`config.mk`:
```
export PLATFORM = sky130hd
export DESIGN_NAME = fetch_top
export DESIGN_NICKNAME = d
export VERILOG_FILES = /design/src/design/fetch_pkg.sv /design/src/design/fetch_ctrl.sv /design/src/design/fetch_line_buffer.sv /design/src/design/fetch_queue.sv /design/src/design/fetch_top.sv /design/src/design/line_fill.sv
export SDC_FILE = /design/constraint.sdc
export NUM_CORES = 1
export LEC_CHECK = 0
export ABC_CLOCK_PERIOD_IN_PS = 13530
export BUFFER_PORTS_ARGS = -buffer_cell sky130_fd_sc_hd__buf_2
export CAP_MARGIN = 20
export CORE_MARGIN = 5
export CORE_UTILIZATION = 55
export DETAILED_ROUTE_END_ITERATION = 8
export GPL_ROUTABILITY_DRIVEN = 1
export GPL_TIMING_DRIVEN = 0
export PLACE_DENSITY = 0.73
export SLEW_MARGIN = 15
export SYNTH_ARGS = -nofsm -noshare
export SYNTH_HDL_FRONTEND = slang
export SYNTH_HIERARCHICAL = 1
export SYNTH_SLANG_ARGS = --single-unit
export TNS_END_PERCENT = 1
```
`constraint.sdc`:
```
create_clock -name clk -period 13.53 [get_ports clk]
set_clock_uncertainty 0.2 [all_clocks]
set_input_delay 1.353 -clock clk [delete_from_list [all_inputs] [get_ports clk]]
set_output_delay 1.353 -clock clk [all_outputs]
set_load 0.02 [all_outputs]
```
`src/design/fetch_pkg.sv`:
```
package fetch_pkg;

    // address and instruction width
    localparam int XLEN = 32;

    // line and memory beat geometry
    localparam int LINE_BITS        = 256;
    localparam int BEAT_BITS        = 64;
    localparam int BEATS_PER_LINE   = 4;
    localparam int BEAT_CNT_BITS    = $clog2(BEATS_PER_LINE);

    // byte offset inside a line, tag sits above it
    localparam int LINE_OFFSET_BITS = 5;
    // word index inside a line, just above the byte-in-word bits
    localparam int WORD_SEL_BITS    = 3;

    // first fetch address after reset
    localparam logic [XLEN-1:0] RESET_PC = 32'haaaaa000;

    // instruction queue, entry is pc then instruction
    localparam int QUEUE_DEPTH      = 8;
    localparam int QUEUE_PTR_BITS   = $clog2(QUEUE_DEPTH);
    localparam int ENTRY_BITS       = 2 * XLEN;

endpackage : fetch_pkg

```
`src/design/fetch_ctrl.sv`:
```
module fetch_ctrl
    import fetch_pkg::*;
(
    input   logic                   clk,
    input   logic                   rst,

    input   logic                   redirect_valid_i,
    input   logic   [XLEN-1:0]      redirect_pc_i,

    input   logic                   hit_i,
    input   logic   [XLEN-1:0]      hit_word_i,
    output  logic   [XLEN-1:0]      lookup_pc_o,

    output  logic                   fill_start_o,
    output  logic   [XLEN-1:0]      fill_addr_o,
    input   logic                   fill_busy_i,

    input   logic                   q_full_i,
    output  logic                   q_write_o,
    output  logic   [ENTRY_BITS-1:0] q_entry_o,
    output  logic                   q_flush_o
);

    logic   [XLEN-1:0]  pc_q;
    logic               miss_pending;
    logic               need_fill;

    // miss with nothing in flight, skipped in a redirect cycle
    assign need_fill = !hit_i && !fill_busy_i && !miss_pending && !redirect_valid_i;

    // enqueue straight from the buffer on a hit
    assign q_write_o = hit_i && !q_full_i && !redirect_valid_i;
    assign q_entry_o = {pc_q, hit_word_i};
    assign q_flush_o = redirect_valid_i;

    assign lookup_pc_o = pc_q;

    // program counter
    always_ff @(posedge clk) begin
        if (rst) begin
            pc_q <= RESET_PC;
        end else if (redirect_valid_i) begin
            pc_q <= redirect_pc_i;
        end else if (q_write_o) begin
            pc_q <= pc_q + XLEN'(4);
        end
    end

    // one start pulse per miss
    always_ff @(posedge clk) begin
        if (rst) begin
            fill_start_o <= 1'b0;
            miss_pending <= 1'b0;
        end else begin
            fill_start_o <= need_fill;
            if (need_fill) begin
                miss_pending <= 1'b1;
            end else if (fill_busy_i) begin
                // line_fill has taken the start
                miss_pending <= 1'b0;
            end
        end
    end

    always_ff @(posedge clk) begin
        if (need_fill) begin
            fill_addr_o <= pc_q;
        end
    end

endmodule : fetch_ctrl

```
`src/design/fetch_line_buffer.sv`:
```
module fetch_line_buffer
    import fetch_pkg::*;
(
    input   logic                   clk,
    input   logic                   rst,

    input   logic                   fill_done_i,
    input   logic   [XLEN-1:0]      fill_addr_i,
    input   logic   [LINE_BITS-1:0] fill_line_i,

    input   logic   [XLEN-1:0]      lookup_pc_i,
    output  logic                   hit_o,
    output  logic   [XLEN-1:0]      hit_word_o
);

    logic                               valid_q;
    logic   [XLEN-LINE_OFFSET_BITS-1:0] tag_q;
    logic   [LINE_BITS-1:0]             line_q;
    logic   [WORD_SEL_BITS-1:0]         word_sel;

    always_ff @(posedge clk) begin
        if (rst) begin
            valid_q <= 1'b0;
        end else if (fill_done_i) begin
            valid_q <= 1'b1;
        end
    end

    always_ff @(posedge clk) begin
        if (fill_done_i) begin
            tag_q  <= fill_addr_i[XLEN-1:LINE_OFFSET_BITS];
            line_q <= fill_line_i;
        end
    end

    // word index sits just above the two byte bits
    assign word_sel   = lookup_pc_i[2 +: WORD_SEL_BITS];
    assign hit_o      = valid_q && (lookup_pc_i[XLEN-1:LINE_OFFSET_BITS] == tag_q);
    assign hit_word_o = line_q[word_sel * XLEN +: XLEN];

endmodule : fetch_line_buffer

```
`src/design/fetch_queue.sv`:
```
module fetch_queue
    import fetch_pkg::*;
(
    input   logic                   clk,
    input   logic                   rst,

    input   logic                   flush_i,
    input   logic                   write_i,
    input   logic   [ENTRY_BITS-1:0] entry_i,
    output  logic                   full_o,

    output  logic                   out_valid_o,
    output  logic   [XLEN-1:0]      out_pc_o,
    output  logic   [XLEN-1:0]      out_data_o,
    input   logic                   out_ready_i
);

    logic   [ENTRY_BITS-1:0]        mem [QUEUE_DEPTH];
    logic   [QUEUE_PTR_BITS-1:0]    wr_ptr;
    logic   [QUEUE_PTR_BITS-1:0]    rd_ptr;
    logic   [QUEUE_PTR_BITS:0]      count;
    logic                           push;
    logic                           pop;

    assign full_o      = (count == (QUEUE_PTR_BITS + 1)'(QUEUE_DEPTH));
    assign out_valid_o = (count != '0);
    assign push        = write_i && !full_o;
    assign pop         = out_valid_o && out_ready_i;

    always_ff @(posedge clk) begin
        if (rst || flush_i) begin
            wr_ptr <= '0;
            rd_ptr <= '0;
            count  <= '0;
        end else begin
            if (push) begin
                wr_ptr <= wr_ptr + 1'b1;
            end
            if (pop) begin
                rd_ptr <= rd_ptr + 1'b1;
            end
            case ({push, pop})
                2'b10:   count <= count + 1'b1;
                2'b01:   count <= count - 1'b1;
                default: count <= count;
            endcase
        end
    end

    always_ff @(posedge clk) begin
        if (push && !flush_i) begin
            mem[wr_ptr] <= entry_i;
        end
    end

    // head split into pc and instruction
    assign out_pc_o   = mem[rd_ptr][ENTRY_BITS-1:XLEN];
    assign out_data_o = mem[rd_ptr][XLEN-1:0];

endmodule : fetch_queue

```
`src/design/fetch_top.sv`:
```
module fetch_top
    import fetch_pkg::*;
(
    input   logic                   clk,
    input   logic                   rst,

    output  logic   [XLEN-1:0]      bmem_addr_o,
    output  logic                   bmem_read_o,
    input   logic                   bmem_ready_i,
    input   logic   [XLEN-1:0]      bmem_raddr_i,
    input   logic   [BEAT_BITS-1:0] bmem_rdata_i,
    input   logic                   bmem_rvalid_i,

    input   logic                   redirect_valid_i,
    input   logic   [XLEN-1:0]      redirect_pc_i,

    output  logic                   instr_valid_o,
    output  logic   [XLEN-1:0]      instr_pc_o,
    output  logic   [XLEN-1:0]      instr_data_o,
    input   logic                   instr_ready_i
);

    logic                   hit;
    logic   [XLEN-1:0]      hit_word;
    logic   [XLEN-1:0]      lookup_pc;
    logic                   fill_start;
    logic   [XLEN-1:0]      fill_addr;
    logic                   fill_busy;
    logic                   fill_done;
    logic   [LINE_BITS-1:0] fill_line;
    logic   [XLEN-1:0]      fill_line_addr;
    logic                   q_full;
    logic                   q_write;
    logic   [ENTRY_BITS-1:0] q_entry;
    logic                   q_flush;

    fetch_ctrl u_ctrl (
        .clk                (clk),
        .rst                (rst),
        .redirect_valid_i   (redirect_valid_i),
        .redirect_pc_i      (redirect_pc_i),
        .hit_i              (hit),
        .hit_word_i         (hit_word),
        .lookup_pc_o        (lookup_pc),
        .fill_start_o       (fill_start),
        .fill_addr_o        (fill_addr),
        .fill_busy_i        (fill_busy),
        .q_full_i           (q_full),
        .q_write_o          (q_write),
        .q_entry_o          (q_entry),
        .q_flush_o          (q_flush)
    );

    // steers the hit/miss decisions of the controller
    fetch_line_buffer u_line_buf (
        .clk                (clk),
        .rst                (rst),
        .fill_done_i        (fill_done),
        .fill_addr_i        (fill_line_addr),
        .fill_line_i        (fill_line),
        .lookup_pc_i        (lookup_pc),
        .hit_o              (hit),
        .hit_word_o         (hit_word)
    );

    line_fill u_fill (
        .clk                (clk),
        .rst                (rst),
        .start_i            (fill_start),
        .addr_i             (fill_addr),
        .busy_o             (fill_busy),
        .done_o             (fill_done),
        .line_o             (fill_line),
        .line_addr_o        (fill_line_addr),
        .bmem_addr_o        (bmem_addr_o),
        .bmem_read_o        (bmem_read_o),
        .bmem_ready_i       (bmem_ready_i),
        .bmem_raddr_i       (bmem_raddr_i),
        .bmem_rdata_i       (bmem_rdata_i),
        .bmem_rvalid_i      (bmem_rvalid_i)
    );

    fetch_queue u_queue (
        .clk                (clk),
        .rst                (rst),
        .flush_i            (q_flush),
        .write_i            (q_write),
        .entry_i            (q_entry),
        .full_o             (q_full),
        .out_valid_o        (instr_valid_o),
        .out_pc_o           (instr_pc_o),
        .out_data_o         (instr_data_o),
        .out_ready_i        (instr_ready_i)
    );

endmodule : fetch_top

```
`src/design/line_fill.sv`:
```
module line_fill
    import fetch_pkg::*;
(
    input   logic                   clk,
    input   logic                   rst,

    input   logic                   start_i,
    input   logic   [XLEN-1:0]      addr_i,
    output  logic                   busy_o,
    output  logic                   done_o,
    output  logic   [LINE_BITS-1:0] line_o,
    output  logic   [XLEN-1:0]      line_addr_o,

    output  logic   [XLEN-1:0]      bmem_addr_o,
    output  logic                   bmem_read_o,
    input   logic                   bmem_ready_i,
    input   logic   [XLEN-1:0]      bmem_raddr_i,
    input   logic   [BEAT_BITS-1:0] bmem_rdata_i,
    input   logic                   bmem_rvalid_i
);

    typedef enum logic [1:0] {
        FILL_IDLE,
        FILL_REQ,
        FILL_COLLECT
    } fill_state_t;

    fill_state_t                state;
    logic   [BEAT_CNT_BITS-1:0] beat_cnt;
    logic   [LINE_BITS-1:0]     line_q;
    logic                       done_q;

    // control state
    always_ff @(posedge clk) begin
        if (rst) begin
            state       <= FILL_IDLE;
            bmem_read_o <= 1'b0;
            beat_cnt    <= '0;
            done_q      <= 1'b0;
        end else begin
            done_q <= 1'b0;
            case (state)
                FILL_IDLE: begin
                    if (start_i) begin
                        bmem_read_o <= 1'b1;
                        state       <= FILL_REQ;
                    end
                end
                FILL_REQ: begin
                    // read stays up until memory takes it
                    if (bmem_ready_i) begin
                        bmem_read_o <= 1'b0;
                        beat_cnt    <= '0;
                        state       <= FILL_COLLECT;
                    end
                end
                FILL_COLLECT: begin
                    if (bmem_rvalid_i) begin
                        beat_cnt <= beat_cnt + 1'b1;
                        if (beat_cnt == BEAT_CNT_BITS'(BEATS_PER_LINE - 1)) begin
                            done_q <= 1'b1;
                            state  <= FILL_IDLE;
                        end
                    end
                end
                default: state <= FILL_IDLE;
            endcase
        end
    end

    // request address, line aligned
    always_ff @(posedge clk) begin
        if (state == FILL_IDLE && start_i) begin
            bmem_addr_o <= {addr_i[XLEN-1:LINE_OFFSET_BITS], {LINE_OFFSET_BITS{1'b0}}};
        end
    end

    // beats shift in from the top, first beat ends at the bottom
    always_ff @(posedge clk) begin
        if (state == FILL_COLLECT && bmem_rvalid_i) begin
            line_q      <= {bmem_rdata_i, line_q[LINE_BITS-1:BEAT_BITS]};
            line_addr_o <= bmem_raddr_i;
        end
    end

    // busy also covers the done cycle, buffer loads at its end
    assign busy_o = (state != FILL_IDLE) || done_q;
    assign done_o = done_q;
    assign line_o = line_q;

endmodule : line_fill

```
After elaboration in Yosys (flattened, before gate mapping) --
Memories as Yosys holds them, arrays and structs flattened. A register that Yosys moved wholly into a read port is not among the register bits. Index checks and enable logic that the tools add are counted.
Cells by class: add/subtract/negate cells 6, muxes and demuxes 21, equality and inequality tests 11, shift-type cells 1, bitwise operators 2, reductions and logical operators 30
Operators by type and width (count):
- 256-bit by 9-bit indexed part select with 32-bit output | 1
- 32-bit two-way mux | 2
- 32-bit by 3-bit adder with 32-bit output (second input constant) | 1
- 27-bit equality test | 1
- 2-bit two-way mux | 6
- 2-bit nonzero test | 6
- 1-bit logical AND | 11
- 4-bit case mux with 2 select lines | 1
- 1-bit two-way mux | 7
- 3-bit by 1-bit adder with 3-bit output (second input constant) | 2
- 2-bit equality test (second input constant) | 3
- 3-bit two-way mux | 2
- 2-bit != test (second input constant) | 3
- 2-bit case mux with 3 select lines | 1
- 3-bit AND reduction | 2
- 1-bit zero test | 5
- 4-bit by 1-bit adder with 4-bit output (second input constant) | 1
- 2-bit by 1-bit equality test with 1-bit output (second input constant) | 2
- 4-bit equality test (second input constant) | 1
- 2-bit case mux with 2 select lines | 1
- 4-bit AND reduction | 1
- 4-bit nonzero test | 1
- 4-bit by 1-bit subtractor with 4-bit output (second input constant) | 1
- 3-bit OR reduction | 1
- other kinds (6) | 8
Storage, ports and cells: logic and storage cells 89, RAM bits 512, output and inout port bits 98, bits in registers 681, memories kept 1
Memories:
- u_queue.mem | words 8, bits a word 64, rd ports 1, clocked after memory_dff 1, wr ports 1, line fetch_queue.sv:18 | logic [ENTRY_BITS-1:0] mem [QUEUE_DEPTH];

Depth between registers and ports, before layout --
word-level depth 8, mapped depth 14, depth with buffers taken out 14

Cells and area by module --
The synthesis kept the hierarchy.
By module, submodules not included:
- fetch_queue | cells an instance 820, seq. area each 15635.0 sq um, times used 1, area an instance 19872.8 sq um
- fetch_line_buffer | cells an instance 436, seq. area each 8518.2 sq um, times used 1, area an instance 10899.2 sq um
- line_fill | cells an instance 354, seq. area each 9579.2 sq um, times used 1, area an instance 9798.1 sq um
- fetch_ctrl | cells an instance 342, seq. area each 1641.6 sq um, times used 1, area an instance 3430.8 sq um

Worst setup path after synthesis --
OpenSTA, ideal clock, no wires.
kind reg2reg, from register u_ctrl.pc_q[15], in the netlist u_ctrl/lookup_pc_o[15], to memory u_queue/mem[0][0] (netlist name) (enable), arrival time 8920 ps, setup time 666 ps, path slack 3744 ps, required time 12664 ps, clock period less this slack 9786 ps, cell stages (with the launch flop) 9, cell sequence dfxtp_1 -> xnor2_1 -> nand4_1 -> or4_1 -> nor4_1 -> nand2b_1 -> nor2_1 -> nand2_2 -> nor4b_1
Between the ends: cells in the longest elaborated chain, start to end 8
RTL lines:
- start: declaration | line fetch_ctrl.sv:24 | logic [XLEN-1:0] pc_q;
- start signal: assignment | line fetch_ctrl.sv:43 | pc_q <= redirect_pc_i;
- start signal: assignment | line fetch_ctrl.sv:45 | pc_q <= pc_q + XLEN'(4);
- 27-bit equality test | line fetch_line_buffer.sv:38 | assign hit_o = valid_q && (lookup_pc_i[XLEN-1:LINE_OFFSET_BITS] == tag_q);
- 1-bit logical AND | line fetch_line_buffer.sv:38
- net hit | line fetch_top.sv:23 | logic hit;
- 1-bit logical AND (2 in series) | line fetch_ctrl.sv:32 | assign q_write_o = hit_i && !q_full_i && !redirect_valid_i;
- net q_write | line fetch_top.sv:33 | logic q_write;
- 1-bit logical AND | line fetch_queue.sv:27 | assign push = write_i && !full_o;
- 1-bit logical AND | line fetch_queue.sv:51 | if (push && !flush_i) begin
- 1-bit two-way mux | line fetch_queue.sv:51
- 1-bit two-way mux (not written as such) | line fetch_queue.sv:52 | mem[wr_ptr] <= entry_i;
- end: declaration | line fetch_queue.sv:18
The timed path passes the listed nets, and every way through them passes these cells.

Worst setup path in the final report --
from register u_ctrl.pc_q[15], in the netlist u_ctrl/lookup_pc_o[15], to memory u_queue/mem[0][53] (netlist name) (enable)
Same word-level chain as after synthesis.

==> key figures <==
Routing
  • WL final: about 88 mm
  • Via/cell ratio: 5.748
  • TritonRoute pass-1 iters: 5
  • Met3 wire len: 4.256 mm
  • Metal-1 WL: 35.33 mm
  • Vias: 20170
  • Final ANT Viol Nets: 0
  • Drt drc: 0
  • DR top layer: met4
  • Number of DRC markers in iteration 0: 1935
  • Met2 routed WL: 46.42 mm
  • DR WL/cell: around 25 um

Setup path
  • CP delay by family, top: simple AND/OR/NAND/NOR gates
  • WP data required: around 14000 ps
  • Worst path cell trace: xnor2_1 > nand4_1 > or4_1 > nor4_2 > nand2b_1 > nor2_1 > nand2_2 > nor4b_2 > buf_4 > buf_4 > buf_2 > buf_2 > buf_2 > buf_4 > buf_2
  • Worst Path Arrival: 5500 ps
  • WP depth: 15
  • R2r worst-path depth: 15
  • Reg-to-reg setup timing slack: roughly 8000 ps
  • Setup crit end kind: flip-flop
  • Reg2Reg Launch Point: u_ctrl/lookup_pc_o[15]$_SDFFE_PP1N_
  • WP buf/inv: 7
  • Crit path max fanout: 9
  • Critical path type: reg2reg
  • Slowest stage delay, CP: about 760 ps
  • CP startpoint kind: flip-flop
  • Most frequent CP cell: buf_2
  • Worst reg2reg endpoint: u_queue/mem[0][53]$_DFFE_PP_
  • CP max stage cell: dfxtp_1

Finish
  • Most frequent cells in the layout: edfxtp_1 (1132), buf_2 (248), mux4_2 (152), clkbuf_16 (115), buf_4 (108)
  • P&R area growth vs syn: 16.01%
  • Finished Layout Cells: around 3500
  • Post-layout util: 0.6428
  • Multi-input logic area: 7671 um2
  • Layout net count: between 2000 and 3000
  • Most common cell after layout, fill and taps aside: edfxtp_1
  • Sequential cell area: 35080 um2
  • Layout cells sized above 1: 0.3362
  • Fillcell total: 5247

Die
  • Die area: ~85000 um2
  • Die width: 291.9 um
  • Row count: 103
  • Initial Utilization: 0.5541
  • I/O pin total: 232
  • Die Y: 291.9 um
  • Core area: 78870 um2

GRT
  • Antenna violations before repair: 1
  • Gr ovfl total: 0
  • Largest net degree at the start of global routing: 66
  • GR Util All Layers: 0.2053
  • First-pass GRT wire length: approximately 130 mm
  • Number of global-route vias before repair: 21380

Flow run
  • Max_cap viols: 0

Placed design
  • Setup slack after placement: 7851 ps
  • Placer Congestion: 0.8344
  • I/O Buffers: 221
  • Dpl cells: approximately 3300
  • Post-DP HPWL: 57.17 mm

Clock tree
  • Worst skew pair latency: 660 ps
  • Clock buffers created by TritonCTS: roughly 110
  • CTS sink cnt: 1186
  • CTS root buffer: clkbuf_16
  • H-tree depth: 3
  • CTS max path bufs: 3
  • Clock transition at path regs: ~60 ps
  • Hold buffer count at CTS: 0
  • Cts repair resizes: 0
  • CTS tree: built
  • Setup bufs post-CTS: 0

Synthesis
  • Synth Area per Inst: approximately 23 um2
  • Post-synthesis instance total: about 2000
  • Netlist Area Pre-Place: 43700 um2
  • Ys Warns: 6

Timing
  • Setup TNS: 0 ps
  • Final count of hold timing violations: 0
  • Final Slew Violations: 0
  • Worst Tran Pin Value: roughly 1000 ps
  • Slew headroom: 0.3273
  • Final min period: between 5000 and 6000 ps
  • Crit share post-route: 0.3944
  • Fmax: around 0.19 GHz
  • Finish-stage setup viols: 0
  • RSZ-0062 raised after global routing: no
  • Setup WS post-layout: approximately 8200 ps

Min path
  • Hold Startpoint: u_fill/line_addr_o[10]$_DFFE_PP_
  • Hold EP: u_line_buf/tag_q[5]$_DFFE_PP_
  • Hold Path Depth: 0
  • HP Class: reg2reg

Power
  • PwrDens: around 140 nW/um2
  • Final total power: 0.007286 W
  • Leak: 16.43 nW
  • Maximum vdd drop: 0.1050 mV

Run status
  • Status: finished, final reports clean
==> worst max path at each step <==
stage | end | start | slack, ps
after CTS | u_queue/mem[0][53]$_DFFE_PP_ | u_ctrl/lookup_pc_o[15]$_SDFFE_PP1N_ | 7820
final | u_queue/mem[0][53]$_DFFE_PP_ | u_ctrl/lookup_pc_o[15]$_SDFFE_PP1N_ | 8190
after detailed placement | u_queue/mem[0][54]$_DFFE_PP_ | u_ctrl/lookup_pc_o[15]$_SDFFE_PP1N_ | 7850
after global routing | u_queue/mem[0][53]$_DFFE_PP_ | u_ctrl/lookup_pc_o[15]$_SDFFE_PP1N_ | 7930
after global placement | u_queue/mem[0][47]$_DFFE_PP_ | u_ctrl/lookup_pc_o[15]$_SDFFE_PP1N_ | -4340
after floorplan | u_queue/mem[0][0]$_DFFE_PP_ | u_ctrl/lookup_pc_o[15]$_SDFFE_PP1N_ | 3740
==> registers in the layout, indices dropped and copies added, names as in the netlist, named ones only <==
signal,count
u_queue/mem,512
u_fill/bmem_addr_o,27
u_ctrl/fill_addr_o,27
u_fill/done_o,1
u_ctrl/miss_pending,1
u_line_buf/valid_q,1
u_queue/wr_ptr,3
u_queue/rd_ptr,3
u_fill/state,2
u_fill/bmem_read_o,1
u_queue/count,4
u_fill/line_o,256
u_ctrl/lookup_pc_o,32
u_line_buf/tag_q,27
u_line_buf/line_q,256
u_ctrl/fill_start_o,1
u_fill/line_addr_o,27
u_fill/beat_cnt,2
==> final cells by class <==
| type | instances | area share |
|---|---|---|
| inverters | 15 | 0.001111 |
| well taps | 1050 | 0.02591 |
| diodes | 1 | 0.00004936 |
| clock inverters | 67 | 0.01138 |
| repair buffers | 300 | 0.04006 |
| multi-input cells | 599 | 0.1513 |
| flip-flops and latches | 1186 | 0.6919 |
| clock buffers | 144 | 0.05891 |
| plain buffers | 146 | 0.01937 |
==> stage by stage <==
step,hold WS [ps],cell area [um2]
after floorplan,200.3,43720
after global placement,200.6,46140
after detailed placement,204.5,47130
after CTS,211.7,50690
after global routing,221.5,50700
final,208.1,50700
==> metal layers <==
layer  GRT usage  up-vias
met5           0        -
met4     0.05703        0
met3     0.02700      122
met2      0.3571      623
met1      0.2788    10610
li1            -     8815
==> power by group <==
group | internal [W] | switching (W) | leakage, nW
registers | 0.00405 | 0.0000324 | 10.6
clock network | 0.00173 | 0.00128 | 1.73
logic | 0.0000816 | 0.000110 | 4.10
total | 0.00586 | 0.00142 | 16.4
Power figures use the tool's default switching activity.
